File: config.mk
export PLATFORM = sky130hd
export DESIGN_NAME = rename_top
export DESIGN_NICKNAME = d
export VERILOG_FILES = /design/src/rename_pkg.sv /design/src/rob_pkg.sv /design/src/map_table.sv /design/src/free_list.sv /design/src/rename_dispatch.sv /design/src/rename_top.sv
export VERILOG_INCLUDE_DIRS = /design/src /design/src/src
export SDC_FILE = /design/constraint.sdc
export NUM_CORES = 2
export LEC_CHECK = 0
export ABC_CLOCK_PERIOD_IN_PS = 6100
export BUFFER_PORTS_ARGS = -buffer_cell sky130_fd_sc_hd__clkbuf_2
export CAP_MARGIN = 0
export CORE_MARGIN = 4
export CORE_UTILIZATION = 60
export DETAILED_ROUTE_END_ITERATION = 8
export PLACE_DENSITY = 0.76
export SLEW_MARGIN = 20
export SYNTH_ARGS = -nofsm -noshare
export SYNTH_HDL_FRONTEND = slang
export SYNTH_SLANG_ARGS = --single-unit
export TNS_END_PERCENT = 1
File: constraint.sdc
create_clock -name clock -period 6.1 [get_ports clock]
set_input_delay 0.305 -clock clock [delete_from_list [all_inputs] [get_ports clock]]
set_output_delay 0.305 -clock clock [all_outputs]
set_load 0.05 [all_outputs]
File: src/rename_cfg.svh
// ~~~~~~~~~~~~~~~~~~~~~~~~~~~~~~
// rename stage sizing
// ~~~~~~~~~~~~~~~~~~~~~~~~~~~~~~

`ifndef RENAME_CFG_SVH
`define RENAME_CFG_SVH

// architectural register file
`define NUM_ARCH_REGS 32
`define ARCH_W        5
// hardwired zero, always reads ready
`define ZERO_REG      31

// physical tags backing the arch regs
`define NUM_PHYS_REGS 64
`define TAG_W         6

// one checkpoint per rob slot
`define NUM_ROB       8
`define ROB_W         3

`endif

File: src/rename_pkg.sv
// ~~~~~~~~~~~~~~~~~~~~~~~~~~~~~~
// rename side types
// ~~~~~~~~~~~~~~~~~~~~~~~~~~~~~~

`include "rename_cfg.svh"

package rename_pkg;

  // physical register tag
  typedef logic [`TAG_W-1:0]  tag_t;
  // architectural register index
  typedef logic [`ARCH_W-1:0] arch_idx_t;

  // one map slot, tag plus ready bit
  typedef struct packed {
    tag_t tag;
    logic ready;
  } map_entry_t;

  // request from decode
  typedef struct packed {
    logic               valid;
    arch_idx_t          dest;
    arch_idx_t          src_a;
    arch_idx_t          src_b;
    // slot the rob will give this instr
    logic [`ROB_W-1:0]  rob_tail;
  } rename_req_t;

  // result toward rob and reservation stations
  typedef struct packed {
    logic       valid;
    tag_t       t;
    tag_t       t_old;
    map_entry_t src_a;
    map_entry_t src_b;
  } rename_result_t;

endpackage

File: src/rob_pkg.sv
// ~~~~~~~~~~~~~~~~~~~~~~~~~~~~~~
// rob side types
// ~~~~~~~~~~~~~~~~~~~~~~~~~~~~~~

`include "rename_cfg.svh"

package rob_pkg;

  // reorder buffer slot
  typedef logic [`ROB_W-1:0] rob_idx_t;

  // completion broadcast on the cdb
  typedef struct packed {
    logic               en;
    logic [`TAG_W-1:0]  tag;
    // arch reg the producer writes
    logic [`ARCH_W-1:0] dest;
  } cdb_pkt_t;

  // commit at rob head, frees the old tag
  typedef struct packed {
    logic              en;
    logic [`TAG_W-1:0] t_old;
  } retire_pkt_t;

  // squash back to a rob slot
  typedef struct packed {
    logic     en;
    rob_idx_t rob;
  } rollback_pkt_t;

endpackage

File: src/map_table.sv
// ~~~~~~~~~~~~~~~~~~~~~~~~~~~~~~
// rename map table
// ~~~~~~~~~~~~~~~~~~~~~~~~~~~~~~

`timescale 1ns/10ps
`include "rename_cfg.svh"

module map_table (
  input  logic                   clock,
  input  logic                   reset,
  input  logic                   dispatch_en,
  input  rename_pkg::rename_req_t   req,
  input  rename_pkg::tag_t          new_tag,
  input  rob_pkg::cdb_pkt_t         cdb,
  input  rob_pkg::rollback_pkt_t    rollback,
  output rename_pkg::map_entry_t    t_old,
  output rename_pkg::map_entry_t    src_a,
  output rename_pkg::map_entry_t    src_b
);
  import rename_pkg::*;
  import rob_pkg::*;

  // whole arch to phys mapping
  typedef map_entry_t [`NUM_ARCH_REGS-1:0] map_t;

  map_t                   map_q;
  map_t                   map_d;
  map_t [`NUM_ROB-1:0]    ckpt_q;
  map_t [`NUM_ROB-1:0]    ckpt_d;
  map_t                   reset_map;
  rob_idx_t               ckpt_sel;

  // identity map, every reg ready
  always_comb begin
    for (int i = 0; i < `NUM_ARCH_REGS; i++) begin
      reset_map[i].tag   = tag_t'(i);
      reset_map[i].ready = 1'b1;
    end
  end

  // combinational reads straight from the current map
  assign t_old = map_q[req.dest];
  assign src_a = map_q[req.src_a];
  assign src_b = map_q[req.src_b];

  assign ckpt_sel = rollback.rob;

  // next map
  always_comb begin
    map_d = map_q;

    // squash, restore whole map from the slot
    if (rollback.en) begin
      map_d = ckpt_q[ckpt_sel];
    end

    // cdb wakeup
    // only if dest still maps to the broadcast tag,
    // otherwise a younger rename already replaced it
    if (cdb.en && (map_q[cdb.dest].tag == cdb.tag)) begin
      map_d[cdb.dest].ready = 1'b1;
    end

    // rename dest to the fresh tag, not ready yet
    if (dispatch_en) begin
      map_d[req.dest].tag   = new_tag;
      map_d[req.dest].ready = 1'b0;
      // zero reg never waits
      map_d[`ZERO_REG].ready = 1'b1;
    end
  end

  // next checkpoints
  always_comb begin
    ckpt_d = ckpt_q;

    if (dispatch_en) begin
      // snapshot includes this rename
      ckpt_d[req.rob_tail] = map_d;
      // everything older than a rollback target has completed by then
      for (int i = 0; i < `NUM_ARCH_REGS; i++) begin
        ckpt_d[req.rob_tail][i].ready = 1'b1;
      end
    end
  end

  always_ff @(posedge clock) begin
    if (reset) begin
      map_q  <= reset_map;
      ckpt_q <= {`NUM_ROB{reset_map}};
    end else begin
      map_q  <= map_d;
      ckpt_q <= ckpt_d;
    end
  end

endmodule

File: src/free_list.sv
// ~~~~~~~~~~~~~~~~~~~~~~~~~~~~~~
// physical tag free list
// ~~~~~~~~~~~~~~~~~~~~~~~~~~~~~~

`timescale 1ns/10ps
`include "rename_cfg.svh"

module free_list (
  input  logic                   clock,
  input  logic                   reset,
  input  logic                   dispatch_en,
  input  rob_pkg::rob_idx_t      rob_tail,
  input  rob_pkg::retire_pkt_t   retire,
  input  rob_pkg::rollback_pkt_t rollback,
  output rename_pkg::tag_t       head_tag,
  output logic                   empty
);
  import rename_pkg::*;
  import rob_pkg::*;

  localparam int DEPTH = `NUM_PHYS_REGS;
  // tags free right after reset
  localparam int INIT_FREE = `NUM_PHYS_REGS - `NUM_ARCH_REGS;

  // circular queue of free tags
  tag_t                queue_q [DEPTH];

  // pointers wrap naturally, depth is a power of two
  logic [`TAG_W-1:0]   head_q;
  logic [`TAG_W-1:0]   head_d;
  logic [`TAG_W-1:0]   head_inc;
  logic [`TAG_W-1:0]   tail_q;
  logic [`TAG_W-1:0]   tail_d;
  // 0..64 needs one extra bit
  logic [`TAG_W:0]     count_q;
  logic [`TAG_W:0]     count_d;

  // head after each dispatch, per rob slot
  logic [`TAG_W-1:0]   head_ckpt_q [`NUM_ROB];
  rob_idx_t            ckpt_sel;

  assign head_tag = queue_q[head_q];
  assign empty    = (count_q == '0);

  assign head_inc = head_q + 1'b1;
  assign ckpt_sel = rollback.rob;

  always_comb begin
    // tail only moves on retire, never rolled back
    tail_d = retire.en ? tail_q + 1'b1 : tail_q;

    if (rollback.en) begin
      head_d  = head_ckpt_q[ckpt_sel];
      // occupancy from pointers
      // full wrap cannot happen, arch regs always hold 32 tags
      count_d = {1'b0, tail_d - head_d};
    end else begin
      head_d  = dispatch_en ? head_inc : head_q;
      count_d = count_q + {{`TAG_W{1'b0}}, retire.en} - {{`TAG_W{1'b0}}, dispatch_en};
    end
  end

  always_ff @(posedge clock) begin
    if (reset) begin
      head_q  <= '0;
      tail_q  <= `TAG_W'(INIT_FREE);
      count_q <= (`TAG_W+1)'(INIT_FREE);
      // slots 0..31 hold tags 32..63 in order
      for (int i = 0; i < DEPTH; i++) begin
        queue_q[i] <= tag_t'(i + `NUM_ARCH_REGS);
      end
      for (int r = 0; r < `NUM_ROB; r++) begin
        head_ckpt_q[r] <= '0;
      end
    end else begin
      head_q  <= head_d;
      tail_q  <= tail_d;
      count_q <= count_d;
      // retired tag goes back at the tail
      if (retire.en) begin
        queue_q[tail_q] <= retire.t_old;
      end
      // remember where the head went for this slot
      if (dispatch_en) begin
        head_ckpt_q[rob_tail] <= head_inc;
      end
    end
  end

endmodule

File: src/rename_dispatch.sv
// ~~~~~~~~~~~~~~~~~~~~~~~~~~~~~~
// rename dispatch control
// ~~~~~~~~~~~~~~~~~~~~~~~~~~~~~~

`timescale 1ns/10ps

module rename_dispatch (
  input  rename_pkg::rename_req_t    req,
  input  rob_pkg::rollback_pkt_t     rollback,
  input  rob_pkg::cdb_pkt_t          cdb,
  input  logic                       empty,
  input  rename_pkg::tag_t           head_tag,
  input  rename_pkg::map_entry_t     t_old,
  input  rename_pkg::map_entry_t     src_a_entry,
  input  rename_pkg::map_entry_t     src_b_entry,
  output logic                       dispatch_en,
  output logic                       stall,
  output rename_pkg::rename_result_t result
);
  import rename_pkg::*;
  import rob_pkg::*;

  map_entry_t src_a_byp;
  map_entry_t src_b_byp;

  // source whose producer completes this cycle reads as ready
  function automatic map_entry_t bypass(input map_entry_t entry, input cdb_pkt_t pkt);
    map_entry_t res;
    res = entry;
    if (pkt.en && (pkt.tag == entry.tag)) begin
      res.ready = 1'b1;
    end
    return res;
  endfunction

  // single dispatch decision for the stage
  // rollback wins over a request in the same cycle
  assign dispatch_en = req.valid && !empty && !rollback.en;

  // out of tags, source must hold the request
  assign stall = req.valid && empty;

  assign src_a_byp = bypass(src_a_entry, cdb);
  assign src_b_byp = bypass(src_b_entry, cdb);

  always_comb begin
    result.valid = dispatch_en;
    // new tag is whatever sits at the free head
    result.t     = head_tag;
    // old mapping goes to the rob, freed on retire
    result.t_old = t_old.tag;
    result.src_a = src_a_byp;
    result.src_b = src_b_byp;
  end

endmodule

File: src/rename_top.sv
// ~~~~~~~~~~~~~~~~~~~~~~~~~~~~~~
// register rename stage
// ~~~~~~~~~~~~~~~~~~~~~~~~~~~~~~

`timescale 1ns/10ps

module rename_top (
  input  logic                       clock,
  input  logic                       reset,
  input  rename_pkg::rename_req_t    req,
  input  rob_pkg::cdb_pkt_t          cdb,
  input  rob_pkg::retire_pkt_t       retire,
  input  rob_pkg::rollback_pkt_t     rollback,
  output rename_pkg::rename_result_t result,
  output logic                       stall
);
  import rename_pkg::*;

  logic       dispatch_en;
  logic       empty;
  tag_t       head_tag;
  map_entry_t t_old_entry;
  map_entry_t src_a_entry;
  map_entry_t src_b_entry;

  // arch to phys mapping, ready bits, checkpoints
  map_table u_map_table (
    .clock       (clock),
    .reset       (reset),
    .dispatch_en (dispatch_en),
    .req         (req),
    .new_tag     (head_tag),
    .cdb         (cdb),
    .rollback    (rollback),
    .t_old       (t_old_entry),
    .src_a       (src_a_entry),
    .src_b       (src_b_entry)
  );

  // free tag queue, head checkpoints
  free_list u_free_list (
    .clock       (clock),
    .reset       (reset),
    .dispatch_en (dispatch_en),
    .rob_tail    (req.rob_tail),
    .retire      (retire),
    .rollback    (rollback),
    .head_tag    (head_tag),
    .empty       (empty)
  );

  // go/stall and result assembly
  rename_dispatch u_rename_dispatch (
    .req         (req),
    .rollback    (rollback),
    .cdb         (cdb),
    .empty       (empty),
    .head_tag    (head_tag),
    .t_old       (t_old_entry),
    .src_a_entry (src_a_entry),
    .src_b_entry (src_b_entry),
    .dispatch_en (dispatch_en),
    .stall       (stall),
    .result      (result)
  );

endmodule

==> impl_results.md <==
- Status: finished, final reports clean
- Pin count of the biggest net entering global routing: 165
- Max-Slew Margin vs Limit: 14.6%
- Switching Share: 25.6%
- Worst hold path class: in2reg
- Fmax: 193 MHz
- Most frequent cells in the layout: dfxtp_1 (1843), nor2_1 (1119), nand2_1 (1110), o21ai_0 (962), a21oi_1 (711)
- Synth Warn #: 0
- Met3 WL post-DR: 40400 µm
- Clock root cell: clkbuf_16
- Synth Area in Adders: 0.245%
- Die H: 413 µm
- Slowest CP cell: dfxtp_4
- Global-route wire length before repair: 465000 µm
- Clk buf depth: 3
- Worst path max stage delay: 0.83 ns
- Post-Syn Nets: 9248
- Die width: 413 µm
- CTS Buf Count: 217
- Leak: 35.9 nW
- Power Total: 32.5 mW
- WP data arrival: 4.87 ns
- Filler cell count: 11893
- Synth Instances: 9186
- P_int: 24.2 mW
- Crit path capture type: output port
- DR top layer: met5
- Area of the multi-input gates: 45300 µm²
- DR WL met2: 139000 µm
- DRC viols: 0
- Per-cell routed wire length: 27.6 µm
- Synth top area share: 37.6%
- Gate power share: 9.5%
- Initial core utilization: 60.3%
- Final slew viol count: 0
- Leading area contributor after synthesis: dfxtp_1
- Clock Power Share: 42.1%
- Worst vdd ir: 0.000350 V
- Worst-case clock skew: 0.0461 ns
- Vias per cell: 6.79
- Commonest non-fill, non-tap cell in the layout: dfxtp_1
- Placer Congestion: 1.04
- Routed wire length: 309000 µm
- Row count: 148
- Compound-Gate Fraction of Synth Area: 13.7%
- Main combinational cell family by area after synthesis: multiplexers
- Metal1 wirelength: 111000 µm
- Main area contributors after synthesis: dfxtp_1 (38%), mux4_2 (16%), edfxtp_1 (13%)
- Mux cell area share after synthesis: 19.7%
- Initial antenna violation count: 23
- Switching power: 8.31 mW
- RSZ-0062 raised after global routing: no
- Seq/Total Area, Yosys: 50.8%
- Synth Area in XOR/XNOR: 0.317%
- Simple-gate share of the synthesized area: 11.8%
- Post-CTS resize count: 0
- WS Path Type: reg2out
- Reg clk slew, reported paths: 0.06 ns
- Worst Path Max Fanout: 38
- P&R area growth vs syn: 9.33%
- Crit path cell chain: buf_12 -> mux4_2 -> mux4_2 -> mux2i_1 -> a21oi_4 -> buf_4 -> buf_4 -> clkbuf_2
- Core ar.: 163000 µm²
- H-tree Lvls: 4
- Initial detailed-routing violation count: 10277
- Die area: 170000 µm²
- Setup violators final: 0
- All-Layer GR Usage: 35.9%
- Placed wire-length estimate: 179000 µm
- IO Port Bufs: 71
- Minimum hold slack: 0.136 ns
- Drt pass-1 iters: 6
- Share of layout cells above drive strength 1: 17.6%
- Synthesized area: 98200 µm²
- Power per standard cell area: 303 nW/µm²
- Yosys reg bits: 2277
- Tmin final: 5.17 ns
- CTS tree: done
- Unique masters post-synth: 67
- Setup crit start kind: flip-flop
- Via count: 76200
- Layout net count: 8913
- TNS Setup: 0 ns
- Top_reg_cell synth: dfxtp_1
- Fin. Hold Viols: 0
- Final period utilization: 84.8%
- Register area: 49900 µm²
- Synth Area per Inst: 10.7 µm²
- Total gr overflow: 0
- IO Pins: 72
- Register share of total power: 48.4%
- Antenna Violating Nets Remaining: 0
- Async SR Flop Fraction: 0%
- Number of synthesized flops with an enable pin: 432
- Clock Sinks: 2277
- Worst EP required: 5.79 ns
- Clk_lat worst skew: 0.88 ns
- Max-cap violations: 0
- Worst-margin pin slew: 1.28 ns
- Vias in the first global route: 75507
==> power by group through the flow <==
stage	registers [mW]	clock network, mW	logic (mW)
after floorplan	15.9	0	2.08
after global placement	16.0	0	2.96
after detailed placement	16.1	0	2.99
after CTS	15.7	13.7	3.01
after global routing	15.7	14.4	3.20
final	15.7	13.7	3.11
==> path summary, 6_finish.rpt <==
path                                 from                          to  slack, ns  cells past startpoint
setup / recovery                flip-flop                  result[20]       0.93                      8
hold / removal                  retire[2]  u_free_list.queue_q[56][2]       0.14                      3
setup reg to reg                flip-flop    u_map_table.ckpt_q[1069]       1.50                      9
hold reg to reg   u_map_table.ckpt_q[623]     u_map_table.ckpt_q[623]       0.44                      1
==> registers in the layout (all words and copies together) (netlist names), named ones only <==
signal	cells
u_free_list.head_q	6
u_free_list.tail_q	6
u_map_table.ckpt_q	1596
u_map_table.map_q	224
u_free_list.queue_q	384
u_free_list.head_ckpt_q	48
u_free_list.count_q	7
==> critical path: cells and delay by family, from the launching register on <==
kind                   cells  cell delay [ns]
DFF                        1             0.83
muxes                      3             1.45
AOI/OAI and AO/OA          1             0.09
buffers and inverters      4             1.54
==> synth_stat cells (5+ instances only) <==
cell,instances
clkbuf_1,627
or2_2,17
mux2i_1,312
clkinv_1,6
ha_1,16
a21oi_2,75
inv_1,22
mux4_2,710
a22o_1,16
and3_1,10
a211oi_1,211
a21o_1,10
a31oi_1,8
xnor2_1,28
or3_1,119
o21ai_0,962
dfxtp_1,1845
nor3_1,91
and2_1,114
xor2_1,5
buf_6,10
buf_1,93
nand3b_1,13
nor2b_1,29
nand3_1,30
a21oi_1,719
a221oi_1,26
buf_2,46
buf_4,24
o31ai_1,18
a22oi_1,23
o311ai_1,9
edfxtp_1,432
mux2_2,17
a21oi_4,100
a211o_1,11
inv_2,6
nand2b_1,59
nand2_1,1117
nor2_1,1153
==> final cells by class <==
class	instances	share of cell area, %
sequential	2277	46.5
multi-input combinational	6074	42.2
tap	2175	2.53
clock buffer	316	5.93
inverter	34	0.134
clock inverter	81	0.835
antenna	14	0.0326
timing repair buffer	247	1.84
==> stage by stage <==
step                cell area [µm²]  utilization, %  cells  setup WS, ns
floorplan                     98200               -   9186          1.52
global placement              99900            61.4  10795          1.61
detailed placement            99900            61.4  10795          1.57
CTS                          107000            65.9  11203         0.848
global route                 107000            65.9  11209         0.753
finish                       107000            66.0  11218         0.925
==> repair_timing <==
action                                 4_1_cts  5_1_grt
hold buffers                                11        0
endpoints found under the hold margin       84        0
buffers inserted                             0        0
==> logic make-up (layout without fill, tap and decap cells) <==
| logic type | count (synthesis) | count (layout) |
|---|---|---|
| other | 0 | 14 |
| xor gates and xnor gates | 34 | 34 |
| AOI/OAI and AO/OA | 2207 | 2207 |
| buffers and inverters | 835 | 678 |
| and+or+nand+nor | 2776 | 2776 |
| muxes | 1039 | 1039 |
| adders and majority gates | 18 | 18 |
| DFF | 2277 | 2277 |
==> layer usage <==
layer,vias to the layer above,GRT usage [%]
met2,4981,54.8
li1,32351,-
met4,16,20.2
met5,-,0
met1,37693,46.1
met3,1159,10.2
Power figures use the tool's default switching activity.
